<file path="src/rtl/core_pkg.sv">
package core_pkg;

	parameter int xlen = 64;

	typedef logic [xlen-1:0] addr_t;
	typedef logic [xlen-1:0] word_t;
	typedef logic [4:0] reg_idx_t;

	parameter logic [6:0] op_lui = 7'h37;
	parameter logic [6:0] op_imm = 7'h13;
	parameter logic [6:0] op_reg = 7'h33;
	parameter logic [6:0] op_trap = 7'h6b; // ends the run, code in x[rs1]

	typedef struct packed {
		logic [6:0] funct7;
		reg_idx_t rs2;
		reg_idx_t rs1;
		logic [2:0] funct3;
		reg_idx_t rd;
		logic [6:0] opcode;
	} r_fmt_t;

	typedef struct packed {
		logic [11:0] imm;
		reg_idx_t rs1;
		logic [2:0] funct3;
		reg_idx_t rd;
		logic [6:0] opcode;
	} i_fmt_t;

	typedef union packed {
		logic [31:0] raw; // lui takes raw[31:12]
		r_fmt_t r_fmt;
		i_fmt_t i_fmt;
	} insn_t;

	typedef enum logic [2:0] {
		alu_add,
		alu_sub,
		alu_and,
		alu_or,
		alu_xor,
		alu_pass_b
	} alu_op_t;

	typedef struct packed {
		logic valid;
		addr_t pc;
		insn_t insn;
		alu_op_t alu_op;
		word_t operand_a;
		word_t operand_b;
		reg_idx_t rd;
		logic we;
		logic is_trap;
	} ex_req_t;

	// write-back port and committed record share this layout
	typedef struct packed {
		logic valid;
		addr_t pc;
		insn_t insn;
		logic we;
		reg_idx_t rd;
		word_t data;
	} commit_t;

	typedef struct packed {
		logic valid;
		logic [7:0] code;
		logic [63:0] cycle_cnt;
		logic [63:0] instr_cnt;
	} trap_t;

endpackage

</file>
<file path="src/rtl/decode_stage.sv">
`timescale 1ns/1ps

module decode_stage (
	input logic clock,
	input logic reset,
	input logic fetch_valid,
	input core_pkg::addr_t fetch_pc,
	input core_pkg::insn_t fetch_insn,
	input core_pkg::word_t rs1_data,
	input core_pkg::word_t rs2_data,
	input core_pkg::commit_t ex_fwd,
	input core_pkg::commit_t wb,
	output core_pkg::reg_idx_t rs1_idx,
	output core_pkg::reg_idx_t rs2_idx,
	output logic halt,
	output core_pkg::ex_req_t ex_req
);
	import core_pkg::*;

	ex_req_t req_next;
	word_t rs1_val;
	word_t rs2_val;
	word_t imm_i;
	word_t imm_u;

	// youngest producer wins
	function automatic word_t fwd(reg_idx_t idx, word_t rf_data);
		if (idx == 5'd0)
			return '0;
		if (ex_fwd.valid && ex_fwd.we && ex_fwd.rd == idx)
			return ex_fwd.data;
		if (wb.valid && wb.we && wb.rd == idx)
			return wb.data;
		return rf_data;
	endfunction

	assign rs1_idx = fetch_insn.i_fmt.rs1;
	assign rs2_idx = fetch_insn.r_fmt.rs2;
	assign rs1_val = fwd(rs1_idx, rs1_data);
	assign rs2_val = fwd(rs2_idx, rs2_data);

	assign imm_i = {{52{fetch_insn.i_fmt.imm[11]}}, fetch_insn.i_fmt.imm};
	assign imm_u = {{32{fetch_insn.raw[31]}}, fetch_insn.raw[31:12], 12'h000};

	always_comb begin
		req_next.valid = fetch_valid && !halt; // drop words fetched past the trap
		req_next.pc = fetch_pc;
		req_next.insn = fetch_insn;
		req_next.rd = fetch_insn.r_fmt.rd;
		req_next.operand_a = rs1_val;
		req_next.operand_b = rs2_val;
		req_next.alu_op = alu_add;
		req_next.we = 1'b0;
		req_next.is_trap = 1'b0;
		case (fetch_insn.r_fmt.opcode)
			op_reg: begin
				req_next.we = 1'b1;
				case ({fetch_insn.r_fmt.funct7, fetch_insn.r_fmt.funct3})
					{7'h00, 3'd0}: req_next.alu_op = alu_add;
					{7'h20, 3'd0}: req_next.alu_op = alu_sub;
					{7'h00, 3'd4}: req_next.alu_op = alu_xor;
					{7'h00, 3'd6}: req_next.alu_op = alu_or;
					{7'h00, 3'd7}: req_next.alu_op = alu_and;
					default: req_next.we = 1'b0; // unsupported, no-op
				endcase
			end
			op_imm: begin
				req_next.we = 1'b1;
				req_next.operand_b = imm_i;
				case (fetch_insn.i_fmt.funct3)
					3'd0: req_next.alu_op = alu_add;
					3'd4: req_next.alu_op = alu_xor;
					3'd6: req_next.alu_op = alu_or;
					3'd7: req_next.alu_op = alu_and;
					default: req_next.we = 1'b0;
				endcase
			end
			op_lui: begin
				req_next.we = 1'b1;
				req_next.alu_op = alu_pass_b;
				req_next.operand_b = imm_u;
			end
			op_trap: req_next.is_trap = 1'b1;
			default: ;
		endcase
	end

	always_ff @(posedge clock) begin
		if (reset) begin
			ex_req.valid <= 1'b0;
			halt <= 1'b0;
		end else begin
			ex_req <= req_next;
			if (req_next.valid && req_next.is_trap)
				halt <= 1'b1; // sticky until reset
		end
	end

endmodule

</file>
<file path="config.mk">
export PLATFORM = sky130hd
export DESIGN_NAME = decode_stage
export DESIGN_NICKNAME = d
export VERILOG_FILES = /design/src/rtl/core_pkg.sv /design/src/rtl/decode_stage.sv
export SDC_FILE = /design/constraint.sdc
export NUM_CORES = 1
export LEC_CHECK = 0
export BUFFER_PORTS_ARGS = -buffer_cell sky130_fd_sc_hd__buf_2
export CAP_MARGIN = 20
export CORE_AREA = 2 2 315 317
export DETAILED_ROUTE_END_ITERATION = 8
export DIE_AREA = 0 0 317 319
export PLACE_DENSITY = 0.3
export REMOVE_ABC_BUFFERS = 1
export SYNTH_ARGS = -nofsm -noshare
export SYNTH_HDL_FRONTEND = slang
export SYNTH_SLANG_ARGS = --single-unit
</file>
<file path="constraint.sdc">
create_clock -name clock -period 11.1 [get_ports clock]
set_input_delay 1.665 -clock clock [delete_from_list [all_inputs] [get_ports clock]]
set_output_delay 1.665 -clock clock [all_outputs]
set_load 0.005 [all_outputs]
</file>
Word-level counts from Yosys, hierarchy flattened --
Cells that the tools add are included.
Operators by class: add/sub/neg operators 0, $mul 0, div/mod/pow operators 0, magnitude comparators 0, equal/unequal tests 15, shifts and indexed selects 0, mux-type cells 32, bitwise operators 0, reduce and logical (&&, ||, !) cells 15
Operators by type and width (count):
- 64-bit 2-to-1 mux | 12
- 64-bit one-hot mux with 2 select lines | 1
- 10-bit by 3-bit == test with 1-bit output (second input constant) | 3
- 5-bit == test | 4
- 3-bit one-hot mux with 3 select lines | 2
- 1-bit 2-to-1 mux | 15
- 7-bit by 6-bit == test with 1-bit output (second input constant) | 2
- 3-bit one-hot mux with 4 select lines | 1
- 10-bit by 9-bit == test with 1-bit output (second input constant) | 1
- 10-bit logical NOT | 1
- 5-bit logical NOT | 2
- 3-bit == test (second input constant) | 3
- 1-bit logical AND | 8
- 7-bit by 5-bit == test with 1-bit output (second input constant) | 1
- 7-bit == test (second input constant) | 1
- 5-bit OR reduction | 1
- 4-bit OR reduction | 1
- 3-bit logical NOT | 1
- 1-bit one-hot mux with 3 select lines | 1
- 1-bit logical NOT | 1
Storage, ports and cells: register bits after elaboration 236, latch bits 0, bits in writable memories 0, memory bits (read-only) 0, input port bits 561, output and inout port bits 246, logic and storage cells 72, memories 0

Logic depth before layout (Yosys ltp) --
depth after elaboration 10, mapped depth 8, depth with buffers taken out 5

Worst setup path after synthesis --
No wires, ideal clock.
kind in2reg, start input port reset, end register ex_req[0] (netlist bit) (enable), arrival 6.077 ns, data required time 10.521 ns, setup slack 4.444 ns, stages on the path 1, path buffers 0, cells stage by stage inv_1
RTL lines:
- start, declared | line decode_stage.sv:5 | input logic reset,
- end signal, assigned | line decode_stage.sv:93 | ex_req <= req_next;
- end, declared | line decode_stage.sv:16 | output core_pkg::ex_req_t ex_req
No word-level cell between the ends.

==> metrics.cfg <==
[synth]
ys_seq_area_frac = 0.629
ys.warnings.count = 0
yosysUniqueCellTypes = 37
synth_edf_count = 229
ys_ff_latch = 231
syn_area_per_cell_um2 = 14.8
synth_cells = 744
synthFlopType = edfxtp_1
synthArstFlopShare = 0
syn_area_mm2 = 0.0110

[detailed_routing]
drcViolationCount = 0
dr.pass1.iters = 5
totalWireLength_um = 54700
post_drt_wl_per_cell_um = 20.6
drt_iter0_drc = 573
via_per_inst = 3.47
num_vias = 9183
ant_nets = 0

[global_routing]
grt_use_met1 = 0.117
busiest_layer = met2
use_met2 = 0.182
grt_max_degree = 124
antenna_found_initial = 21
grt_util_met3 = 0.0397
grt.overflow.total = 0
grt_pass1_wl_um = 74600
grt_usage = 0.104
grt_pass1_vias = 10000

[sta]
rsz0062_at_grt = false
fmax_ghz = 0.245
min_period_ns = 4.08
setup_tns_ns = 0
final.period_utilization = 0.367
slew_headroom = 0.336
worst_pin_slew_ns = 0.996
final_max_slew_viol_count = 0
fin_skew_ns = 0.000219
hold_violations = 0
final-setup-viol-count = 0
fin_ws_ns = 7.02

[cells_and_area]
fill_cells = 10900
nets = 1897
ff_latch_area_mm2 = 0.00692
multi_input_area_mm2 = 0.00358
drive_gt1_frac = 0.553
area_growth_pct = 49.4

[critical_path]
worstRegToRegCells = 2
rr_endpoint = halt
cp_slowest_stage_delay_ns = 0.83
r2r-start = halt
slowest_stage = buf_4
arrival_ns = 4.38
cp.depth = 7
required_ns = 11.41
worst-path-buf-inv = 2
crit_type = in2reg
crit_chain = buf_2, xnor2_1, nand4_1, or3_4, buf_4, mux2_2, a221o_1
critPathLaunch = fetch_insn[21]
cp-start-kind = input port
path_max_fanout = 39
cpLargestDelayFamily = buffers and inverters
cp-end-kind = flop
r2r_setup_slack_ns = 10.51
cp-endpoint = ex_req[38]

[cts]
postCtsSetupBuffers = 0
numCtsBuffers = 34
cts_resized = 0
postCtsHoldBufs = 0
clockBufferDepth = 3
insertion_delay_ns = 0.55
cts_root_buf = clkbuf_16
cts.clk_slew.worst_paths_ns = 0.06
tritoncts = done
cts_sinks = 231
htreeDepth = 2

[die]
dieWidth_um = 317
coreArea_mm2 = 0.0977
io_pins = 807
initial_core_util = 0.113
die_y_um = 319
row_count = 115
die_area_mm2 = 0.101

[status]
outcome = complete, no violations

[place]
portBuffers = 614
place_hpwl_um = 39900
dp_slack_ns = 6.35
routabilityCongestion = 0.714

[power_and_ir_drop]
leakage_nw = 7.21
vdd_drop_max_mv = 0.0793
power_density_mw_per_mm2 = 150
total_power_mw = 2.46

[job]
cap_violations = 0

[worst_hold_path]
min_path_type = reg2reg

kinds of logic after synthesis:
family / synth area share
DFF: 0.629
AOI/OAI and AO/OA: 0.132
muxes: 0.144
and+or+nand+nor: 0.0316
xor gates and xnor gates: 0.0143
buffers and inverters: 0.0481
layout by cell type, fill, tap and decap left out, types with 2 or more instances in the layout:
master,count
dfxtp_1,2
nand2_1,24
bufinv_16,3
a221o_1,65
clkinv_2,3
xor2_1,11
buf_2,614
a21oi_1,86
clkbuf_16,35
clkinv_8,2
diode_2,6
clkinv_4,2
o21ai_0,66
nand4_1,4
nor2_1,9
mux2_4,60
o22ai_1,2
clkbuf_1,5
inv_1,2
mux2i_1,64
buf_4,15
and2_1,13
nor4_1,4
mux2_2,4
edfxtp_1,229
xnor2_1,7
clkinv_1,5
clkbuf_8,2
registers in the layout, indices dropped and copies added, names as in the netlist:
name and flops:
halt 1, ex_req 230
worst min path at each step:
stage | startpoint | endpoint | depth (start not counted)
2_1_floorplan | halt | ex_req[234] | 1
3_3_place_gp | halt | ex_req[234] | 1
3_5_place_dp | halt | ex_req[234] | 1
4_1_cts | halt | ex_req[234] | 1
5_1_grt | halt | ex_req[234] | 1
6_report | halt | ex_req[234] | 1
metrics by stage:
step           utilization  hold WS [ns]  cells  cell area (um2)
2_1_floorplan            -         0.441    671            10500
3_3_place_gp         0.157         0.432   2587            15300
3_5_place_dp         0.157         0.452   2587            15300
4_1_cts              0.168         0.460   2644            16400
6_report             0.168         0.455   2650            16400
5_1_grt              0.168         0.474   2647            16400
layout make-up:
class / count / share of cell area
Sequential cell: 231 / 0.421
Multi-Input combinational cell: 436 / 0.218
Timing Repair Buffer: 629 / 0.194
Tap cell: 1287 / 0.0980
Clock buffer: 42 / 0.0561
Clock inverter: 15 / 0.0106
Inverter: 4 / 0.00137
Antenna cell: 6 / 0.000914
routing by layer:
layer / vias up / wire length [um]
met2: 418 / 27300
met1: 4512 / 21200
met4: 18 / 1030
met5: - / 91
met3: 76 / 5050
li1: 4159 / -
report_power, final:
part           internal [mW]  switching [mW]
registers               1.04          0.0185
logic                  0.143           0.152
clock network          0.659           0.441
total                   1.85           0.612
cells in the mapped netlist, types with 2 or more instances:
| cell | instances | area (um2) |
|---|---|---|
| edfxtp_1 | 229 | 6880 |
| a21oi_1 | 86 | 430 |
| o21ai_0 | 66 | 330 |
| a221o_1 | 65 | 651 |
| mux2i_1 | 64 | 641 |
| mux2_4 | 60 | 901 |
| clkbuf_1 | 27 | 101 |
| nand2_1 | 25 | 93.8 |
| and2_1 | 15 | 93.8 |
| buf_4 | 15 | 113 |
| buf_2 | 14 | 70.1 |
| xor2_1 | 11 | 96.3 |
| nor2_1 | 9 | 33.8 |
| buf_12 | 7 | 140 |
| buf_6 | 7 | 78.8 |
| xnor2_1 | 7 | 61.3 |
| mux2_2 | 4 | 45.0 |
| nand4_1 | 4 | 25.0 |
| nor4_1 | 4 | 25.0 |
| buf_1 | 3 | 11.3 |
| inv_1 | 3 | 11.3 |
| dfxtp_1 | 2 | 40.0 |
| nor3b_1 | 2 | 15.0 |
| o22ai_1 | 2 | 12.5 |
worst reg2reg max path, stage by stage, from the launching register on:
cell and delay, ns:
dfxtp_1 0.32, a21oi_1 0.11, nor2_1 0.05
(Power assumes the default switching activity.)
