$ cat config.mk
export PLATFORM = sky130hd
export DESIGN_NAME = commit_unit
export DESIGN_NICKNAME = d
export VERILOG_FILES = /design/src/rtl/core_pkg.sv /design/src/rtl/commit_unit.sv
export SDC_FILE = /design/constraint.sdc
export NUM_CORES = 1
export LEC_CHECK = 0
export BUFFER_PORTS_ARGS = -buffer_cell sky130_fd_sc_hd__buf_2
export CAP_MARGIN = 20
export CORE_AREA = 2 2 183 185
export CTS_CLUSTER_DIAMETER = 100
export DETAILED_ROUTE_END_ITERATION = 10
export DIE_AREA = 0 0 185 187
export PLACE_DENSITY = 0.61
export SKIP_CTS_REPAIR_TIMING = 1
export SLEW_MARGIN = 5
export SYNTH_ARGS = -nofsm -noshare
export SYNTH_HDL_FRONTEND = slang
export SYNTH_SLANG_ARGS = --single-unit
$ cat constraint.sdc
create_clock -name clock -period 15 [get_ports clock]
set_input_delay 4.5 -clock clock [delete_from_list [all_inputs] [get_ports clock]]
set_output_delay 4.5 -clock clock [all_outputs]
set_load 0.01 [all_outputs]
$ cat src/rtl/core_pkg.sv
package core_pkg;

	parameter int xlen = 64;

	typedef logic [xlen-1:0] addr_t;
	typedef logic [xlen-1:0] word_t;
	typedef logic [4:0] reg_idx_t;

	parameter logic [6:0] op_lui = 7'h37;
	parameter logic [6:0] op_imm = 7'h13;
	parameter logic [6:0] op_reg = 7'h33;
	parameter logic [6:0] op_trap = 7'h6b; // ends the run, code in x[rs1]

	typedef struct packed {
		logic [6:0] funct7;
		reg_idx_t rs2;
		reg_idx_t rs1;
		logic [2:0] funct3;
		reg_idx_t rd;
		logic [6:0] opcode;
	} r_fmt_t;

	typedef struct packed {
		logic [11:0] imm;
		reg_idx_t rs1;
		logic [2:0] funct3;
		reg_idx_t rd;
		logic [6:0] opcode;
	} i_fmt_t;

	typedef union packed {
		logic [31:0] raw; // lui takes raw[31:12]
		r_fmt_t r_fmt;
		i_fmt_t i_fmt;
	} insn_t;

	typedef enum logic [2:0] {
		alu_add,
		alu_sub,
		alu_and,
		alu_or,
		alu_xor,
		alu_pass_b
	} alu_op_t;

	typedef struct packed {
		logic valid;
		addr_t pc;
		insn_t insn;
		alu_op_t alu_op;
		word_t operand_a;
		word_t operand_b;
		reg_idx_t rd;
		logic we;
		logic is_trap;
	} ex_req_t;

	// write-back port and committed record share this layout
	typedef struct packed {
		logic valid;
		addr_t pc;
		insn_t insn;
		logic we;
		reg_idx_t rd;
		word_t data;
	} commit_t;

	typedef struct packed {
		logic valid;
		logic [7:0] code;
		logic [63:0] cycle_cnt;
		logic [63:0] instr_cnt;
	} trap_t;

endpackage

$ cat src/rtl/commit_unit.sv
`timescale 1ns/1ps

module commit_unit (
	input logic clock,
	input logic reset,
	input core_pkg::commit_t wb,
	input logic wb_is_trap,
	output core_pkg::commit_t commit,
	output core_pkg::trap_t trap
);

	always_ff @(posedge clock) begin
		if (reset) begin
			commit.valid <= 1'b0;
			trap <= '0;
		end else if (!trap.valid) begin
			commit <= wb;
			trap.cycle_cnt <= trap.cycle_cnt + 64'd1; // includes the trap edge
			if (wb.valid)
				trap.instr_cnt <= trap.instr_cnt + 64'd1;
			if (wb.valid && wb_is_trap) begin
				trap.valid <= 1'b1;
				trap.code <= wb.data[7:0];
			end
		end else begin
			commit.valid <= 1'b0; // frozen after trap
		end
	end

endmodule

=== Word-level counts from Yosys, hierarchy flattened ===
Index checks and enable logic that the tools add are counted.

* Logic and storage cells: 22
* Bits of input ports: 170
* Output and inout bits: 304
* Register bits after elaboration: 304

* Bitwise gates (word level): 2
* Multiplexer cells: 3
* Add/subtract/negate cells: 2
* Reductions and logical operators: 5

{| class="wikitable"
|+ Operators with widths
! cell !! number
|-
| $mux W137 || 1
|-
| $add A64 B1 Y64 const B || 2
|-
| $mux W64 || 1
|-
| $mux W9 || 1
|-
| $reduce_and A2 Y1 || 3
|-
| $not A1 Y1 || 2
|-
| $reduce_or A2 Y1 || 1
|-
| $logic_and A1 B1 Y1 || 1
|}

=== Depth between registers and ports, before layout ===
Gate-level depths: netlist of run 1.

* Word-level depth: 3
* Depth in mapped cells: 9
* Mapped depth without buffers: 6

=== Worst setup path after synthesis of run 1 ===
No wires, ideal clock.

* Path type: input-to-reg
* Start: in reset
* End: reg commit[0] in the netlist's numbering (enable)
* Stages: 3
* Library setup time: 695 ps
* Data required time: 14305 ps
* Path buffers: 2
* Slack: 2507 ps
* Data arrival time: 11798 ps
* Path through: clkbuf_1 buf_1 nor2_1

* Cells in the longest elaborated chain, start to end: 2

{| class="wikitable"
|+ RTL lines
! item !! line !! RTL
|-
| from (decl) || commit_unit.sv:5 || <nowiki>input logic reset,</nowiki>
|-
| $not A1 Y1 (no line) || n/a ||
|-
| $reduce_and A2 Y1 (no line) || n/a ||
|-
| to (signal assigned) || commit_unit.sv:17 || <nowiki>commit <= wb;</nowiki>
|-
| to (decl) || commit_unit.sv:8 || <nowiki>output core_pkg::commit_t commit,</nowiki>
|}

No other way between the ends.
A chain may end at the register's enable or synchronous reset.

=== Worst setup path after layout of run 1 ===
* Start: in reset
* End: reg commit[61] in the netlist's numbering (enable)

Same word-level chain as after synthesis.

==> results.json, run 1 <==
{
  "outcome": "complete, no violations",
  "crit_fanout": 85,
  "die_h_um": 187,
  "drv_slew": 0,
  "htreeDepth": 2,
  "critical_path.max_stage_delay_ns": 0.92,
  "holdPathStages": 2,
  "postRouteWirelength_mm": 36.6,
  "switching_share": 0.217,
  "start_kind": "primary input",
  "ys_async_sr_fraction": 0,
  "rsz0062_at_grt": "no",
  "yosys_most_used_dff": "edfxtp_1",
  "dp_slack_ns": 7.83,
  "rr_worst_depth": 5,
  "cts_tree": "done",
  "clock_sinks": 304,
  "power_density_nw_per_um2": 120,
  "io_pins": 474,
  "min_period_ns": 6.67,
  "layout_worst_path_cycle_share": 0.445,
  "firstDrtPassIters": 6,
  "path_cells": "buf_4 -> nor2_4 -> buf_4 -> buf_4",
  "crit_family": "buffers and inverters",
  "post-route-util": 0.470,
  "fin_setup_tns_ns": 0,
  "drive_gt1_frac": 0.373,
  "synth_edf_count": 166,
  "final_cells": 1917,
  "p_clk_frac": 0.448,
  "grt_pass1_wl_mm": 53.7,
  "hpwl_mm": 27.7,
  "yosys.cell_count.top_type": "edfxtp_1",
  "tightest_slew_ns": 1.09,
  "antenna_found_initial": 8,
  "yosysTopAreaCellShare": 0.433,
  "place.gp.congestion": 0.908,
  "yosysUniqueCellTypes": 38,
  "fp.coreArea_um2": 32900,
  "netlist_instances": 964,
  "maxSlewHeadroom": 0.273,
  "p_leak_nw": 6.03,
  "avgSynthCellArea_um2": 11.9,
  "dr_total_vias": 9600,
  "area.growth.synth_to_final_pct": 34.2,
  "clk_pin_slew_ns": 0.06,
  "cts-root-buf": "clkbuf_16",
  "seqPwrFrac": 0.499,
  "hold_class": "register to register",
  "synth_fp_nets": 1136,
  "crit_top_cell": "buf_4",
  "ys_warn_count": 0,
  "clkLatencyLatePin_ns": 0.50,
  "critical_path_class": "primary input to register",
  "intPower_mw": 1.45,
  "cts_buffers": 35,
  "cp_num_buf_inv": 3,
  "maxCapViolations": 0,
  "drt_iter0_drc": 516,
  "synth.cell_area_um2": 11500,
  "fill_cells": 3103,
  "skew_ns": 0.00893,
  "worst_path_max_delay_cell": "buf_4",
  "end_kind": "register",
  "max_freq_ghz": 0.150,
  "yosysSeqAreaShare": 0.674,
  "die_area_um2": 34600,
  "cp.depth": 4,
  "vias_per_cell": 5.01,
  "grt_pass1_vias": 8972,
  "grt_max_degree": 99,
  "start_util": 0.350,
  "die_width_um": 185,
  "p_comb_frac": 0.053,
  "grt_overflow": 0,
  "synth_top_cells_by_count": "166 x edfxtp_1, 138 x dfxtp_1, 85 x nor2_1",
  "synth_area_leaders": "edfxtp_1 43%, dfxtp_1 24%, xnor2_1 4.0%",
  "hold_violations": 0,
  "ys_ff_latch": 304,
  "numPlacedInstances": 1849,
  "finalSetupViolCount": 0,
  "switching_power_mw": 0.403,
  "routedWlPerCell_um": 19.1,
  "num_rows": 67,
  "setup_slack_ns": 8.33,
  "critPathArrivalTime_ns": 6.79,
  "io_buffers": 473,
  "drc": 0,
  "ir_worst_vdd_v": 0.0000549,
  "cts_max_path_buffers": 3,
  "layout.nets": 1610,
  "yosysTopAreaCell": "edfxtp_1",
  "cp.required_ns": 15.12,
  "ant_nets": 0,
  "track_usage": 0.203
}
-- layout make-up --
cell class | instances | area, µm² | area share
Clock inverter | 15 | 134 | 0.00867
Tap cell | 448 | 561 | 0.0363
Sequential cell | 304 | 7750 | 0.502
Inverter | 22 | 82.6 | 0.00535
Clock buffer | 46 | 990 | 0.0641
Multi-Input combinational cell | 598 | 3510 | 0.227
Timing Repair Buffer | 477 | 2400 | 0.155
Antenna cell | 7 | 17.5 | 0.00113
-- kinds of logic after synthesis --
family,synth area share
xor gates and xnor gates,0.0510
adders and majority gates,0.00218
AOI/OAI and AO/OA,0.0569
and+or+nand+nor,0.191
DFF,0.674
muxes,0.00272
buffers and inverters,0.0223
-- power groups by stage --
stage	sequential, mW	combinational (mW)	clock [mW]
6_report	0.926	0.0982	0.832
4_1_cts	0.926	0.0993	0.852
3_5_place_dp	0.944	0.0993	0
2_1_floorplan	0.966	0.0206	0
5_1_grt	0.929	0.107	0.885
3_3_place_gp	0.944	0.0981	0
-- worst register-to-register path, stage by stage, from the launching register on --
cell      delay (ns)
dfxtp_1         0.49
nand4b_1        0.44
nor4_2          0.78
nand4_1         0.64
or3_1           0.54
a21oi_1         0.14
-- sequential cells by signal, summed over array words and instances (netlist names) --
| name | cells |
|---|---|
| commit | 167 |
| trap | 137 |
-- stage by stage --
step	hold WS [ns]	total power, mW	instance area, µm²
final	0.453	1.86	15400
after global routing	0.483	1.92	15400
after global placement	0.441	1.04	14300
after detailed placement	0.448	1.04	14300
after CTS	0.456	1.88	15400
after floorplan	0.481	0.986	11500
-- layer usage --
metal	part of all wire	wire length [µm]	up-vias	GRT usage
li1	-	-	4538	-
met1	0.38	14100	4638	0.241
met2	0.51	18600	361	0.355
met3	0.083	3030	61	0.0539
met4	0.024	891	2	0.0638
met5	0.00044	16	-	0
-- layout by cell type (no fill, tap or decap), types with 15 or more instances in the layout --
| master | n |
|---|---|
| o31ai_1 | 16 |
| o21ai_0 | 39 |
| xnor2_1 | 52 |
| nand2_1 | 63 |
| nor4_1 | 33 |
| a21oi_1 | 66 |
| inv_1 | 22 |
| or4_1 | 27 |
| and4_1 | 15 |
| edfxtp_1 | 166 |
| nor2_1 | 84 |
| buf_2 | 472 |
| clkbuf_16 | 37 |
| nand4_1 | 39 |
| xor2_1 | 15 |
| or3_1 | 37 |
| nand3_1 | 53 |
| dfxtp_1 | 138 |
| nor3_1 | 16 |
-- path summary, 6_finish.rpt --
check	from	to	slack [ns]
setup / recovery	reset	commit[61]$_DFFE_PP_	8.33
hold / removal	trap[132]$_SDFFE_PP0P_	trap[132]$_SDFFE_PP0P_	0.45
setup reg to reg	trap[136]$_SDFF_PP0_	trap[52]$_SDFFE_PP0P_	11.89
hold reg to reg	trap[132]$_SDFFE_PP0P_	trap[132]$_SDFFE_PP0P_	0.45
Power figures use the tool's default switching activity.
==> inputs of run 2 (changes only) <==
clock period = 6.8 ns   (was 15 ns; I/O delays follow)
==> results.json, run 2 (synthesis gave the netlist of run 1 again) <==
{
  "hold_violations": 0,
  "r2r_setup_slack_ns": 3.75,
  "holdPathStages": 2,
  "area.growth.synth_to_final_pct": 34.3,
  "hold_slack_ns": 0.456,
  "maxCapViolations": 0,
  "p_leak_nw": 6.03,
  "maxSlewHeadroom": 0.214,
  "cts_buffers": 35,
  "grt_max_degree": 167,
  "numPlacedInstances": 1849,
  "place.gp.congestion": 0.865,
  "layout_commonest_cell": "buf_2",
  "die_width_um": 185,
  "start_kind": "primary input",
  "final_cells": 1916,
  "num_rows": 67,
  "regMostFlops": "commit",
  "top_regs": "commit: 167 flops, trap: 137 flops",
  "cts_max_path_buffers": 3,
  "critical_path.max_stage_delay_ns": 0.78,
  "clock_sinks": 304,
  "track_usage": 0.201,
  "finalSetupViolCount": 0,
  "drive_gt1_frac": 0.369,
  "multi_input_area_um2": 3510,
  "skew_ns": 0.00842,
  "grt_pass1_vias": 8982,
  "io_pins": 474,
  "fp.coreArea_um2": 32900,
  "max_freq_ghz": 0.250,
  "seq_area_um2": 7750,
  "fin_setup_tns_ns": 0,
  "ir_worst_vdd_v": 0.000139,
  "cts_tree": "done",
  "firstDrtPassIters": 5,
  "clk_pin_slew_ns": 0.06,
  "rsz0062_at_grt": "no",
  "crit_fanout": 16,
  "min_period_ns": 4.00,
  "start_util": 0.350,
  "worst_path_max_delay_cell": "or4_1",
  "drv_slew": 0,
  "die_area_um2": 34600,
  "layout.nets": 1610,
  "ant_nets": 0,
  "hpwl_mm": 27.0,
  "largest_reg_flops": 167,
  "hold_class": "register to register",
  "outcome": "complete, no violations",
  "path_cells": "buf_2 -> nand3b_1 -> or4_1 -> or4_4 -> or4_1 -> a21oi_1",
  "rr_worst_depth": 5,
  "grt_overflow": 0,
  "antenna_found_initial": 10,
  "die_h_um": 187,
  "htreeDepth": 2,
  "clkLatencyLatePin_ns": 0.51,
  "tightest_slew_ns": 1.18,
  "cts-root-buf": "clkbuf_16",
  "layout_common_cells": "472 x buf_2, 166 x edfxtp_1, 138 x dfxtp_1, 84 x nor2_1, 66 x a21oi_1",
  "fill_cells": 3105,
  "cp.required_ns": 7.23,
  "drc": 0,
  "vias_per_cell": 4.97,
  "dr_total_vias": 9521,
  "crit_top_cell": "or4_1",
  "drt_iter0_drc": 432,
  "critical_path_class": "primary input to register",
  "end_kind": "register",
  "layout_worst_path_cycle_share": 0.588,
  "grt_pass1_wl_mm": 53.4,
  "io_buffers": 473,
  "postRouteWirelength_mm": 36.1,
  "routedWlPerCell_um": 18.9,
  "critPathArrivalTime_ns": 4.43,
  "post-route-util": 0.470,
  "power_density_nw_per_um2": 266
}
==> run 2: where the power goes <==
part	switching (mW)	internal, mW
clock	0.723	1.12
sequential	0.0226	2.02
combinational	0.131	0.0857
total	0.877	3.23
==> run 2: cell type report <==
type / instances / share of cell area
Antenna cell: 7 / 0.00113
Clock buffer: 46 / 0.0634
Clock inverter: 14 / 0.00891
Inverter: 22 / 0.00535
Multi-Input combinational cell: 598 / 0.227
Sequential cell: 304 / 0.502
Tap cell: 448 / 0.0363
Timing Repair Buffer: 477 / 0.156
==> run 2: metrics by stage <==
step	area (µm²)	total power [mW]	setup WS [ns]
3_5_place_dp	14300	2.30	2.27
4_1_cts	15400	4.15	2.81
3_3_place_gp	14300	2.30	2.30
5_1_grt	15400	4.25	2.69
2_1_floorplan	11500	2.16	1.44
6_report	15400	4.10	2.80
==> run 2: final timing paths <==
| kind | from | end |
|---|---|---|
| min | trap[130]$_SDFFE_PP0P_ | trap[130]$_SDFFE_PP0P_ |
| max reg2reg | trap[3]$_SDFFE_PP0P_ | trap[59]$_SDFFE_PP0P_ |
| max | wb[166] | trap[59]$_SDFFE_PP0P_ |
| min reg2reg | trap[130]$_SDFFE_PP0P_ | trap[130]$_SDFFE_PP0P_ |
==> run 2: layer usage <==
| layer | up-vias | GRT usage | routed length, µm |
|---|---|---|---|
| li1 | 4538 | - | - |
| met1 | 4594 | 0.243 | 14400 |
| met2 | 344 | 0.341 | 18100 |
| met3 | 45 | 0.0578 | 2970 |
| met4 | 0 | 0.0720 | 709 |
| met5 | - | 0 | 0 |
==> run 2: critical path, delay by kind of cell <==
| kind | cells | cell delay, ns |
|---|---|---|
| buf+inv | 1 | 0.12 |
| simple gates | 4 | 2.12 |
| compound gates | 1 | 0.15 |
