File: config.mk
export PLATFORM = sky130hd
export DESIGN_NAME = fetch_unit
export DESIGN_NICKNAME = d
export VERILOG_FILES = /design/src/rtl/core_pkg.sv /design/src/rtl/fetch_unit.sv
export SDC_FILE = /design/constraint.sdc
export NUM_CORES = 1
export LEC_CHECK = 0
export ABC_AREA = 1
export BUFFER_PORTS_ARGS = -buffer_cell sky130_fd_sc_hd__buf_2
export CORE_ASPECT_RATIO = 0.6
export CORE_UTILIZATION = 44
export DETAILED_ROUTE_END_ITERATION = 10
export PLACE_DENSITY = 0.7
export RECOVER_POWER = 50
export SYNTH_ARGS = -nofsm -noshare
export SYNTH_HDL_FRONTEND = slang
export SYNTH_SLANG_ARGS = --single-unit
File: constraint.sdc
create_clock -name clock -period 3.1 [get_ports clock]
set_input_delay 0.155 -clock clock [delete_from_list [all_inputs] [get_ports clock]]
set_output_delay 0.155 -clock clock [all_outputs]
set_load 0.005 [all_outputs]
File: src/rtl/core_pkg.sv
package core_pkg;

	parameter int xlen = 64;

	typedef logic [xlen-1:0] addr_t;
	typedef logic [xlen-1:0] word_t;
	typedef logic [4:0] reg_idx_t;

	parameter logic [6:0] op_lui = 7'h37;
	parameter logic [6:0] op_imm = 7'h13;
	parameter logic [6:0] op_reg = 7'h33;
	parameter logic [6:0] op_trap = 7'h6b; // ends the run, code in x[rs1]

	typedef struct packed {
		logic [6:0] funct7;
		reg_idx_t rs2;
		reg_idx_t rs1;
		logic [2:0] funct3;
		reg_idx_t rd;
		logic [6:0] opcode;
	} r_fmt_t;

	typedef struct packed {
		logic [11:0] imm;
		reg_idx_t rs1;
		logic [2:0] funct3;
		reg_idx_t rd;
		logic [6:0] opcode;
	} i_fmt_t;

	typedef union packed {
		logic [31:0] raw; // lui takes raw[31:12]
		r_fmt_t r_fmt;
		i_fmt_t i_fmt;
	} insn_t;

	typedef enum logic [2:0] {
		alu_add,
		alu_sub,
		alu_and,
		alu_or,
		alu_xor,
		alu_pass_b
	} alu_op_t;

	typedef struct packed {
		logic valid;
		addr_t pc;
		insn_t insn;
		alu_op_t alu_op;
		word_t operand_a;
		word_t operand_b;
		reg_idx_t rd;
		logic we;
		logic is_trap;
	} ex_req_t;

	// write-back port and committed record share this layout
	typedef struct packed {
		logic valid;
		addr_t pc;
		insn_t insn;
		logic we;
		reg_idx_t rd;
		word_t data;
	} commit_t;

	typedef struct packed {
		logic valid;
		logic [7:0] code;
		logic [63:0] cycle_cnt;
		logic [63:0] instr_cnt;
	} trap_t;

endpackage

File: src/rtl/fetch_unit.sv
`timescale 1ns/1ps

module fetch_unit #(
	parameter core_pkg::addr_t reset_pc = 64'h0000_0000_8000_0000
) (
	input logic clock,
	input logic reset,
	input logic halt,
	input logic [31:0] ibus_dat,
	input logic ibus_ack,
	output core_pkg::addr_t ibus_adr,
	output logic ibus_cyc,
	output logic ibus_stb,
	output logic fetch_valid,
	output core_pkg::addr_t fetch_pc,
	output core_pkg::insn_t fetch_insn
);
	import core_pkg::*;

	addr_t pc;
	logic cyc;

	assign ibus_adr = pc;
	assign ibus_cyc = cyc;
	assign ibus_stb = cyc; // single-beat reads, stb follows cyc

	always_ff @(posedge clock) begin
		if (reset) begin
			pc <= reset_pc;
			cyc <= 1'b0;
			fetch_valid <= 1'b0;
		end else begin
			fetch_valid <= 1'b0;
			if (cyc && ibus_ack) begin
				cyc <= 1'b0; // idle at least one cycle
				pc <= pc + 64'd4;
				fetch_valid <= 1'b1;
			end else if (!cyc && !halt) begin
				cyc <= 1'b1;
			end
		end
	end

	// word and its address, taken at the ack edge
	always_ff @(posedge clock) begin
		if (cyc && ibus_ack) begin
			fetch_pc <= pc;
			fetch_insn <= ibus_dat;
		end
	end

endmodule

=== Word level (Yosys, flattened, before mapping) ===
Cells that the tools add are included.

* Bits in registers: 162
* Output and inout bits: 163
* Logic and storage cells: 12

* Add/sub/neg operators: 1
* Mux-type cells: 1
* Reduce and logical (&&, ||, !) cells: 5

{| class="wikitable"
|+ Operator list
! operator !! number
|-
| $add A64 B3 Y64 const B || 1
|-
| $logic_and A1 B1 Y1 || 2
|-
| $logic_not A1 Y1 || 2
|-
| $reduce_or A2 Y1 || 1
|-
| $mux W1 || 1
|}

=== Logic depth before layout (Yosys ltp) ===
Gate-level depths: netlist of the first run.

* Word-level depth: 2
* Depth in mapped cells: 11
* Depth with buffers taken out: 11

=== Worst setup path before layout of the first run ===
Ideal clock, no wire load.

* Kind: reg2reg
* From: reg cyc, in the netlist ibus_cyc
* To: reg pc[20], in the netlist ibus_adr[20]
* Arrival time: 2.264 ns
* Required time: 2.976 ns
* Setup slack: 0.712 ns
* Stages on the path, launching flop included: 9
* Buffers on the path: 0
* Cells stage by stage: dfxtp_1 nand2_2 clkinv_2 nand3_4 inv_2 nand2_2 nor2_2 o21ai_0 a21oi_1

* Longest elaborated chain between the ends: 1

{| class="wikitable"
|+ RTL lines
! item !! RTL line !! text
|-
| from (decl) || fetch_unit.sv:21 || <nowiki>logic cyc;</nowiki>
|-
| from (signal assigned) || fetch_unit.sv:30 || <nowiki>cyc <= 1'b0;</nowiki>
|-
| from (signal assigned) || fetch_unit.sv:35 || <nowiki>cyc <= 1'b0;</nowiki>
|-
| from (signal assigned) || fetch_unit.sv:39 || <nowiki>cyc <= 1'b1;</nowiki>
|-
| $logic_and A1 B1 Y1 || fetch_unit.sv:34 || <nowiki>if (cyc && ibus_ack) begin</nowiki>
|-
| to (signal assigned) || fetch_unit.sv:29 || <nowiki>pc <= reset_pc;</nowiki>
|-
| to (signal assigned) || fetch_unit.sv:36 || <nowiki>pc <= pc + 64'd4;</nowiki>
|-
| to (decl) || fetch_unit.sv:20 || <nowiki>addr_t pc;</nowiki>
|}

No other way between the ends.
A chain may end at the register's enable or synchronous reset.

=== Worst setup path in the final report of the first run ===
* From: reg cyc, in the netlist ibus_cyc
* To: reg pc[43], in the netlist ibus_adr[43]

The elaborated chain is that of the path after synthesis.

==> flow_summary.json, run 1 <==
{
  "status": "finished, final reports clean",
  "post-route-min-period_ps": 1961,
  "crit_type": "flip-flop to flip-flop",
  "worst_pin_slew_ps": 931.4,
  "slew_headroom": 0.3791,
  "core_area_mm2": 0.01455,
  "post_cts_buffers": 0,
  "use_met1": 0.3430,
  "total_power_mw": 4.572,
  "grtUsageTotal": 0.2222,
  "netlist_area_mm2": 0.006596,
  "clkTransAtPathRegs_ps": 60,
  "vias": 5478,
  "finalHoldWorstSlack_ps": 203.1,
  "vias_per_cell": 4.797,
  "gp_congestion": 0.9203,
  "synth.most_common_cell": "nand2_1",
  "worst-path-max-fanout": 33,
  "grt_first_pass_wirelength_mm": 26.45,
  "wl_mm": 16.77,
  "postSynthCellCount": 692,
  "first_iter_violations": 509,
  "die_h_um": 96.84,
  "ys.flop_type": "edfxtp_1",
  "fmax_mhz": 509.9,
  "yosysTopAreaCellShare": 0.4279,
  "vdd_ir_drop_max_v": 0.0003247,
  "end_kind": "flip-flop",
  "dieArea_mm2": 0.01550,
  "hold_viol": 0,
  "h-tree-depth": 4,
  "clock-sinks": 158,
  "crit_required_ps": 3420,
  "dr.pass1.iters": 5,
  "cts_buffers": 17,
  "die_w_um": 160.1,
  "grtUsageMet3": 0.06775,
  "synth_edf_count": 94,
  "seq_area_frac_synth": 0.6222,
  "finalNetCount": 968,
  "syn_avg_cell_area_um2": 9.532,
  "antenna_found_initial": 0,
  "fin_skew_ps": 6.659,
  "ys_warn_count": 0,
  "start_util": 0.4534,
  "wl_per_cell_um": 14.68,
  "grt-ovfl-total": 0,
  "rows": 34,
  "post-route-util": 0.5945,
  "grt_max_degree": 70,
  "dp_hpwl_mm": 12.12,
  "drive_gt1_frac": 0.2447,
  "io_buffers": 194,
  "fin_crit_sh": 0.6327,
  "start_kind": "flip-flop",
  "clock-root-buffer": "clkbuf_16",
  "ys_ff_latch": 158,
  "clk_latency_ps": 430,
  "tns_ps": 0,
  "fin_cells": 1142,
  "worstHoldPathType": "input pin to flip-flop",
  "maxSlewViolCount": 0,
  "synth.distinct_cells": 35,
  "final-setup-viol-count": 0,
  "yosys-top-cells-count": "nand2_1 (152), nor2_1 (121), edfxtp_1 (94)",
  "postSynth.asyncResetShare": 0,
  "cellPowerDensity_mw_per_mm2": 528.6,
  "arrival_ps": 2280,
  "grt_setup_unrepaired": "no",
  "antenna_cells": 0,
  "cts_tree": "done",
  "power.static_leakage_nw": 3.337,
  "ant_nets": 0,
  "synth_area_leaders": "edfxtp_1 (43%), dfxtp_1 (19%), nand2_1 (8.6%)",
  "yosysTopAreaCell": "edfxtp_1",
  "top_usage_layer": "met1",
  "grt_pass1_vias": 5036,
  "clockBufferDepth": 2,
  "drv_cap": 0,
  "dp_cells": 1077,
  "drc": 0,
  "area_delta_synth_final_pct": 31.13,
  "io_pins": 199,
  "grtUsageMet2": 0.3000
}
## critical path, stage by stage (launching register included)
cell,delay [ps]
dfxtp_1,380
nand2_1,210
inv_4,410
nand2_1,130
nor2_1,130
nand2_1,130
nor2_8,210
nand2_2,70
o21ai_1,130
nor2_1,50
## placed cells by master, fill, tap and decap left out, types with 6 or more instances in the layout
cell and n:
edfxtp_1 94, buf_2 141, dfxtp_1 64, clkbuf_16 17, dlygate4sd3_1 33, o21ai_0 18, nand4_1 15, inv_6 6
nand2_1 153, nor2_4 9, inv_2 8, nor2_1 121, a21oi_1 32, clkbuf_1 52, inv_1 66, nand3_1 30
nor3_1 10, nor2_2 16, nand2_2 14
## worst paths after layout
kind,start,end,slack [ps],cells past startpoint
setup / recovery,ibus_cyc,ibus_adr[43],1140,9
setup reg to reg,ibus_cyc,ibus_adr[43],1140,9
hold reg to reg,ibus_cyc,ibus_cyc,500,2
hold / removal,ibus_ack,ibus_adr[3],200,4
## registers in the layout (all words and copies together) (netlist names)
| register | count |
|---|---|
| fetch_pc | 62 |
| fetch_valid | 1 |
| ibus_adr | 62 |
| fetch_insn | 32 |
| ibus_cyc | 1 |
## through the flow
step | worst slack (ps) | instance area (µm²)
final | 1139 | 8650
after global placement | 1313 | 7789
after detailed placement | 1223 | 7789
after CTS | 1223 | 8718
after global routing | 876.8 | 8650
after floorplan | 712.1 | 6608
## timing repair
| item | CTS | global route |
|---|---|---|
| endpoints found under the hold margin | 33 | 0 |
| gates resized for setup | 0 | 0 |
| hold buffers | 33 | 0 |
## metal layers
metal | routed length [µm] | up-vias
met2 | 6478 | 225
met3 | 1534 | 12
met1 | 8661 | 2491
met5 | 0 | -
met4 | 94 | 0
li1 | - | 2750
## logic make-up (layout without fill, tap and decap cells)
kind of cell,Yosys count,in the layout,share of synthesized area
compound gates,62,62,0.05027
xor+xnor,5,5,0.006640
fa+ha+maj,1,1,0.001897
buf+inv,87,336,0.05292
flops,158,158,0.6222
other cells,1,4,0.0005685
simple gates,378,378,0.2656
## area by class of cell
type,instances,area (µm²)
well taps,198,247.7
inverters,75,284.0
repair buffers,229,1262
flip-flops and latches,158,4104
clock buffers,17,425.4
fillers,1316,5899
multi-input cells,450,2152
clock inverters,15,173.9
## report_power, final
| part | switching (mW) | internal, mW |
|---|---|---|
| logic | 0.0868 | 0.0764 |
| registers | 0.0136 | 2.27 |
| clock network | 0.912 | 1.21 |
Note: power is estimated with default switching activity, not from simulation.
==> run 2: changes to the inputs <==
--- a/config.mk
+++ b/config.mk
@@ -10,7 +10,7 @@
 export CORE_ASPECT_RATIO = 0.6
 export CORE_UTILIZATION = 44
 export DETAILED_ROUTE_END_ITERATION = 10
-export PLACE_DENSITY = 0.7
+export PLACE_DENSITY = 0.73
 export RECOVER_POWER = 50
 export SYNTH_ARGS = -nofsm -noshare
 export SYNTH_HDL_FRONTEND = slang
==> constraint.sdc (replaced) <==
create_clock -name clock -period 1.8 [get_ports clock]
set_input_delay 0.09 -clock clock [delete_from_list [all_inputs] [get_ports clock]]
set_output_delay 0.09 -clock clock [all_outputs]
set_load 0.005 [all_outputs]
==> run 2 against run 1 <==
Compared with the run above: worst hold slack worse by 170 ps; critical path depth decreased by 1; sequential share of layout area is 1.3 points lower; power grew 76%; clock skew up 7.0 ps; global-route usage rose by 1.1 points; critical path type unchanged; final cell count is 2.1% higher; design area is 3.3% higher; critical endpoint is now ibus_adr[54]; clock power increased by 78%.
==> flow_summary.json, run 2 (same netlist as run 1, synthesis figures left out) <==
{
  "clock-sinks": 158,
  "antenna_cells": 0,
  "crit_slowest_cell": "dfxtp_1",
  "combPwrFrac": 0.037,
  "cellPowerDensity_mw_per_mm2": 898.5,
  "dr.pass1.iters": 5,
  "h-tree-depth": 4,
  "critPathMaxStageDelay_ps": 440,
  "io_buffers": 194,
  "wl_per_cell_um": 15.06,
  "worst-path-max-fanout": 6,
  "preCtsSetupSlack_ps": 90.46,
  "path_cells": "nand2_1 -> nor2_1 -> nand3_1 -> inv_1 -> nand4_1 -> nor2_1 -> nor2_1 -> nor2_1",
  "dieArea_mm2": 0.01550,
  "drc": 0,
  "grtUsageTotal": 0.2337,
  "vdd_ir_drop_max_v": 0.0004598,
  "cts_tree": "done",
  "gp_congestion": 0.8994,
  "grt-ovfl-total": 0,
  "rows": 34,
  "clkTransAtPathRegs_ps": 70,
  "fin_skew_ps": 13.71,
  "p_int_mw": 6.384,
  "crit_required_ps": 2160,
  "crit_type": "flip-flop to flip-flop",
  "worst-path-buf-inv": 1,
  "layout_setup_ws_ps": 133.4,
  "final-setup-viol-count": 0,
  "worstHoldPathType": "input pin to flip-flop",
  "core_area_mm2": 0.01455,
  "start_kind": "flip-flop",
  "cts_buffers": 17,
  "arrival_ps": 2020,
  "status": "finished, final reports clean",
  "vias_per_cell": 4.882,
  "grt_max_degree": 57,
  "p_sw_mw": 1.642,
  "clk_latency_ps": 430,
  "hold_viol": 0,
  "power.static_leakage_nw": 3.477,
  "area_delta_synth_final_pct": 35.41,
  "layout_commonest_cell": "nand2_1",
  "post-route-util": 0.6139,
  "drv_cap": 0,
  "fin_crit_sh": 0.9259,
  "dp_hpwl_mm": 12.72,
  "path_delay_family": "simple AND/OR/NAND/NOR gates",
  "maxSlewViolCount": 0,
  "mostFrequentLayoutCells": "nand2_1 (152), buf_2 (151), nor2_1 (116)",
  "grt_pass1_vias": 5304,
  "clock-root-buffer": "clkbuf_16",
  "die_w_um": 160.1,
  "cpMostUsedCell": "nor2_1",
  "finalNetCount": 992,
  "clockBufferDepth": 2,
  "end_kind": "flip-flop",
  "vias": 5692,
  "start_util": 0.4534,
  "io_pins": 199,
  "die_h_um": 96.84,
  "drive_gt1_frac": 0.2893,
  "ant_nets": 0,
  "power_frac_seq": 0.490,
  "pwr-share-clk": 0.473,
  "post-route-min-period_ps": 1667,
  "p_sw_frac": 0.2046,
  "fmax_mhz": 600.0,
  "antenna_found_initial": 0,
  "num-fill-cells": 1279,
  "grt_first_pass_wirelength_mm": 27.88,
  "first_iter_violations": 393,
  "wl_mm": 17.56
}
==> run 2: cell count changes in the layout (fill, tap and decap cells not counted), moves of 3 or more <==
cell	delta
nor2_1	-5
buf_4	+16
nor2_4	+7
buf_2	+10
dfxtp_2	+17
dfxtp_1	-17
clkinv_4	-3
==> run 2: stage by stage <==
step | instances | cell area, µm² | total power, mW | hold WS [ps] | TNS, ps
2_1_floorplan | 695 | 6619 | 4.111 | 183.5 | 0
6_report | 1166 | 8932 | 8.026 | 32.54 | 0
3_5_place_dp | 1097 | 7949 | 4.255 | 268.1 | 0
5_1_grt | 1166 | 8932 | 8.284 | 59.72 | -14.86
4_1_cts | 1162 | 8899 | 8.092 | 55.08 | 0
3_3_place_gp | 1097 | 7949 | 4.250 | 266.0 | 0
==> run 2: worst paths after layout <==
check	slack [ps]	cells past startpoint	startpoint	end
max reg2reg	130	8	ibus_adr[40]	ibus_adr[54]
min reg2reg	480	0	ibus_adr[18]	fetch_pc[18]
max	130	8	ibus_adr[40]	ibus_adr[54]
min	30	4	ibus_ack	ibus_adr[3]
==> run 2: power groups by stage <==
| stage | Sequential [mW] | Combinational (mW) | Clock [mW] |
|---|---|---|---|
| after floorplan | 4.02 | 0.0874 | 0 |
| after global placement | 4.01 | 0.243 | 0 |
| after detailed placement | 4.01 | 0.245 | 0 |
| after CTS | 3.93 | 0.301 | 3.86 |
| after global routing | 3.94 | 0.323 | 4.02 |
| final | 3.93 | 0.295 | 3.80 |
==> run 2: worst register-to-register path, cell delays in order, from the launching register on <==
cell     delay, ps
dfxtp_1        440
nand2_1        120
nor2_1         240
nand3_1        130
inv_1          170
nand4_1        160
nor2_1         160
nor2_1          60
nor2_1         130
==> run 2: layout make-up <==
cell class                      instances  area (µm²)  share of cell area
Sequential cell                       158        4125              0.4618
Multi-Input combinational cell        450        2217              0.2482
Timing Repair Buffer                  253        1429              0.1600
Clock buffer                           20       436.7             0.04889
Inverter                               75       294.0             0.03292
Tap cell                              198       247.7             0.02774
Clock inverter                         12       182.7             0.02045
==> run 2: routing by layer <==
metal,GRT usage,share of wire
met1,0.3410,0.49
met2,0.3308,0.41
met3,0.07804,0.097
met4,0.05934,0.0064
met5,0,0
==> run 2: timing repair <==
item / in CTS / in global routing
buffers inserted: 0 / 4
gates resized for setup: 0 / 32
hold endpoints to repair: 33 / 0
setup endpoints to repair: 0 / 31
hold buffers: 33 / 0
==> run 3: changes to the inputs <==
--- a/config.mk
+++ b/config.mk
@@ -8,9 +8,9 @@
 export ABC_AREA = 1
 export BUFFER_PORTS_ARGS = -buffer_cell sky130_fd_sc_hd__buf_2
 export CORE_ASPECT_RATIO = 0.6
-export CORE_UTILIZATION = 44
+export CORE_UTILIZATION = 46
 export DETAILED_ROUTE_END_ITERATION = 10
-export PLACE_DENSITY = 0.73
+export PLACE_DENSITY = 0.75
 export RECOVER_POWER = 50
 export SYNTH_ARGS = -nofsm -noshare
 export SYNTH_HDL_FRONTEND = slang
==> run 3 against run 2 <==
Compared with the run above: combinational power decreased by 4%; die area decreased by 4.3%; sequential share of layout area is 0.059 points higher; sequential cell count unchanged; clock skew is 2.6 ps lower; critical path depth is 1 higher; clock-buffer cell count decreased by 1; largest cell class unchanged; largest power group is now clock.
==> flow_summary.json, run 3 (same netlist as run 1, synthesis figures left out) <==
{
  "status": "finished, final reports clean",
  "start_kind": "flip-flop",
  "drv_cap": 0,
  "clkTransAtPathRegs_ps": 60,
  "dr.pass1.iters": 6,
  "p_int_mw": 6.661,
  "cp_num_cells": 9,
  "preCtsSetupSlack_ps": 91.66,
  "cellPowerDensity_mw_per_mm2": 934.9,
  "dp_cells": 1089,
  "crit_type": "flip-flop to flip-flop",
  "ff2ff_path_depth": 9,
  "die_h_um": 94.76,
  "clock-sinks": 158,
  "crit_required_ps": 2120,
  "wl_per_cell_um": 15.25,
  "path_cells": "nand2_1 -> nor2_2 -> nand2_1 -> nor2_1 -> nand2_1 -> nor2_2 -> nand2_1 -> o21ai_0 -> nor2_1",
  "post-route-min-period_ps": 1726,
  "combPwrFrac": 0.034,
  "slew_headroom": 0.6520,
  "regToRegSetupSlack_ps": 70,
  "io_pins": 199,
  "critPathCapture": "ibus_adr[45]",
  "path_delay_family": "simple AND/OR/NAND/NOR gates",
  "cts_buffers": 17,
  "clock-root-buffer": "clkbuf_16",
  "layout_commonest_cell": "nand2_1",
  "vias": 5710,
  "post-route-util": 0.6440,
  "first_iter_violations": 447,
  "worstHoldPathType": "input pin to flip-flop",
  "fmax_mhz": 579.4,
  "fin_cells": 1158,
  "clockBufferDepth": 2,
  "finalHoldWorstSlack_ps": 71.23,
  "clk_latency_ps": 430,
  "critPathMaxStageDelay_ps": 440,
  "h-tree-depth": 4,
  "antenna_found_initial": 0,
  "drc": 0,
  "maxSlewViolCount": 0,
  "drive_gt1_frac": 0.2598,
  "wl_mm": 17.66,
  "num-fill-cells": 1167,
  "crit_slowest_cell": "dfxtp_1",
  "ant_nets": 0,
  "cpMostUsedCell": "nand2_1",
  "grt-ovfl-total": 0,
  "finalNetCount": 990,
  "crit_start": "ibus_adr[4]",
  "rr_startpoint": "ibus_adr[4]",
  "use_met1": 0.3583,
  "grtUsageMet3": 0.07664,
  "dp_hpwl_mm": 12.44,
  "start_util": 0.4769,
  "power_frac_seq": 0.472,
  "grt_first_pass_wirelength_mm": 27.17,
  "pwr-share-clk": 0.494,
  "worst-path-max-fanout": 6,
  "arrival_ps": 2040,
  "hold_viol": 0,
  "worstReg2RegEnd": "ibus_adr[45]",
  "end_kind": "flip-flop",
  "mostFrequentLayoutCells": "nand2_1 (151), buf_2 (127), nor2_1 (117)",
  "final-setup-viol-count": 0,
  "dieArea_mm2": 0.01484,
  "gp_congestion": 0.8989,
  "grtUsageMet2": 0.3486,
  "io_buffers": 194,
  "area_delta_synth_final_pct": 35.03,
  "grtUsageTotal": 0.2460,
  "vdd_ir_drop_max_v": 0.0007464,
  "antenna_cells": 0,
  "rows": 33,
  "top_usage_layer": "met1",
  "worst-path-buf-inv": 0,
  "fin_crit_sh": 0.9589,
  "grt_max_degree": 95,
  "vias_per_cell": 4.931,
  "core_area_mm2": 0.01383,
  "p_sw_mw": 1.667,
  "grt_pass1_vias": 5192,
  "p_sw_frac": 0.2002,
  "cts_tree": "done",
  "layout_setup_ws_ps": 74.01,
  "fin_skew_ps": 11.09,
  "tns_ps": 0,
  "power.static_leakage_nw": 3.436,
  "die_w_um": 156.6,
  "worst_pin_slew_ps": 521.9
}
[run 3: worst min-delay path by stage]
stage	startpoint	end	slack [ps]	cells past startpoint
2_1_floorplan	halt	ibus_cyc	180	1
5_1_grt	reset	ibus_adr[52]	80	2
4_1_cts	reset	ibus_adr[17]	50	2
3_5_place_dp	ibus_dat[1]	fetch_insn[1]	270	1
3_3_place_gp	ibus_dat[10]	fetch_insn[10]	270	1
6_report	reset	ibus_adr[52]	70	2
[run 3: layout make-up]
cell class	count	area, µm²	area share
clock inverter	13	239.0	0.02683
sequential	158	4119	0.4624
tap	192	240.2	0.02697
multi-input combinational	450	2187	0.2455
timing repair buffer	251	1395	0.1566
clock buffer	19	432.9	0.04860
inverter	75	294.0	0.03301
[run 3: power groups by stage]
stage               registers (mW)  clock network (mW)  logic [mW]
finish                        3.93                4.11       0.283
global route                  3.94                4.31       0.313
CTS                           3.93                4.16       0.296
detailed placement            4.01                   0       0.241
global placement              4.01                   0       0.238
floorplan                     4.02                   0      0.0874
[run 3: stage by stage]
step | instance area [µm²] | power [mW]
after floorplan | 6619 | 4.111
after global placement | 7926 | 4.247
after detailed placement | 7926 | 4.251
after CTS | 8929 | 8.391
after global routing | 8907 | 8.564
final | 8907 | 8.328
[run 3: metal layers]
| layer | share of wire | up-vias |
|---|---|---|
| li1 | - | 2790 |
| met1 | 0.48 | 2639 |
| met2 | 0.41 | 265 |
| met3 | 0.10 | 16 |
| met4 | 0.0089 | 0 |
| met5 | 0 | - |
[run 3: repair_timing]
action                     4_1_cts  5_1_grt
setup buffers                    0        4
hold buffers                    33        0
hold endpoints to repair        33        0
setup endpoints to repair        0       23
resized for setup                0       22
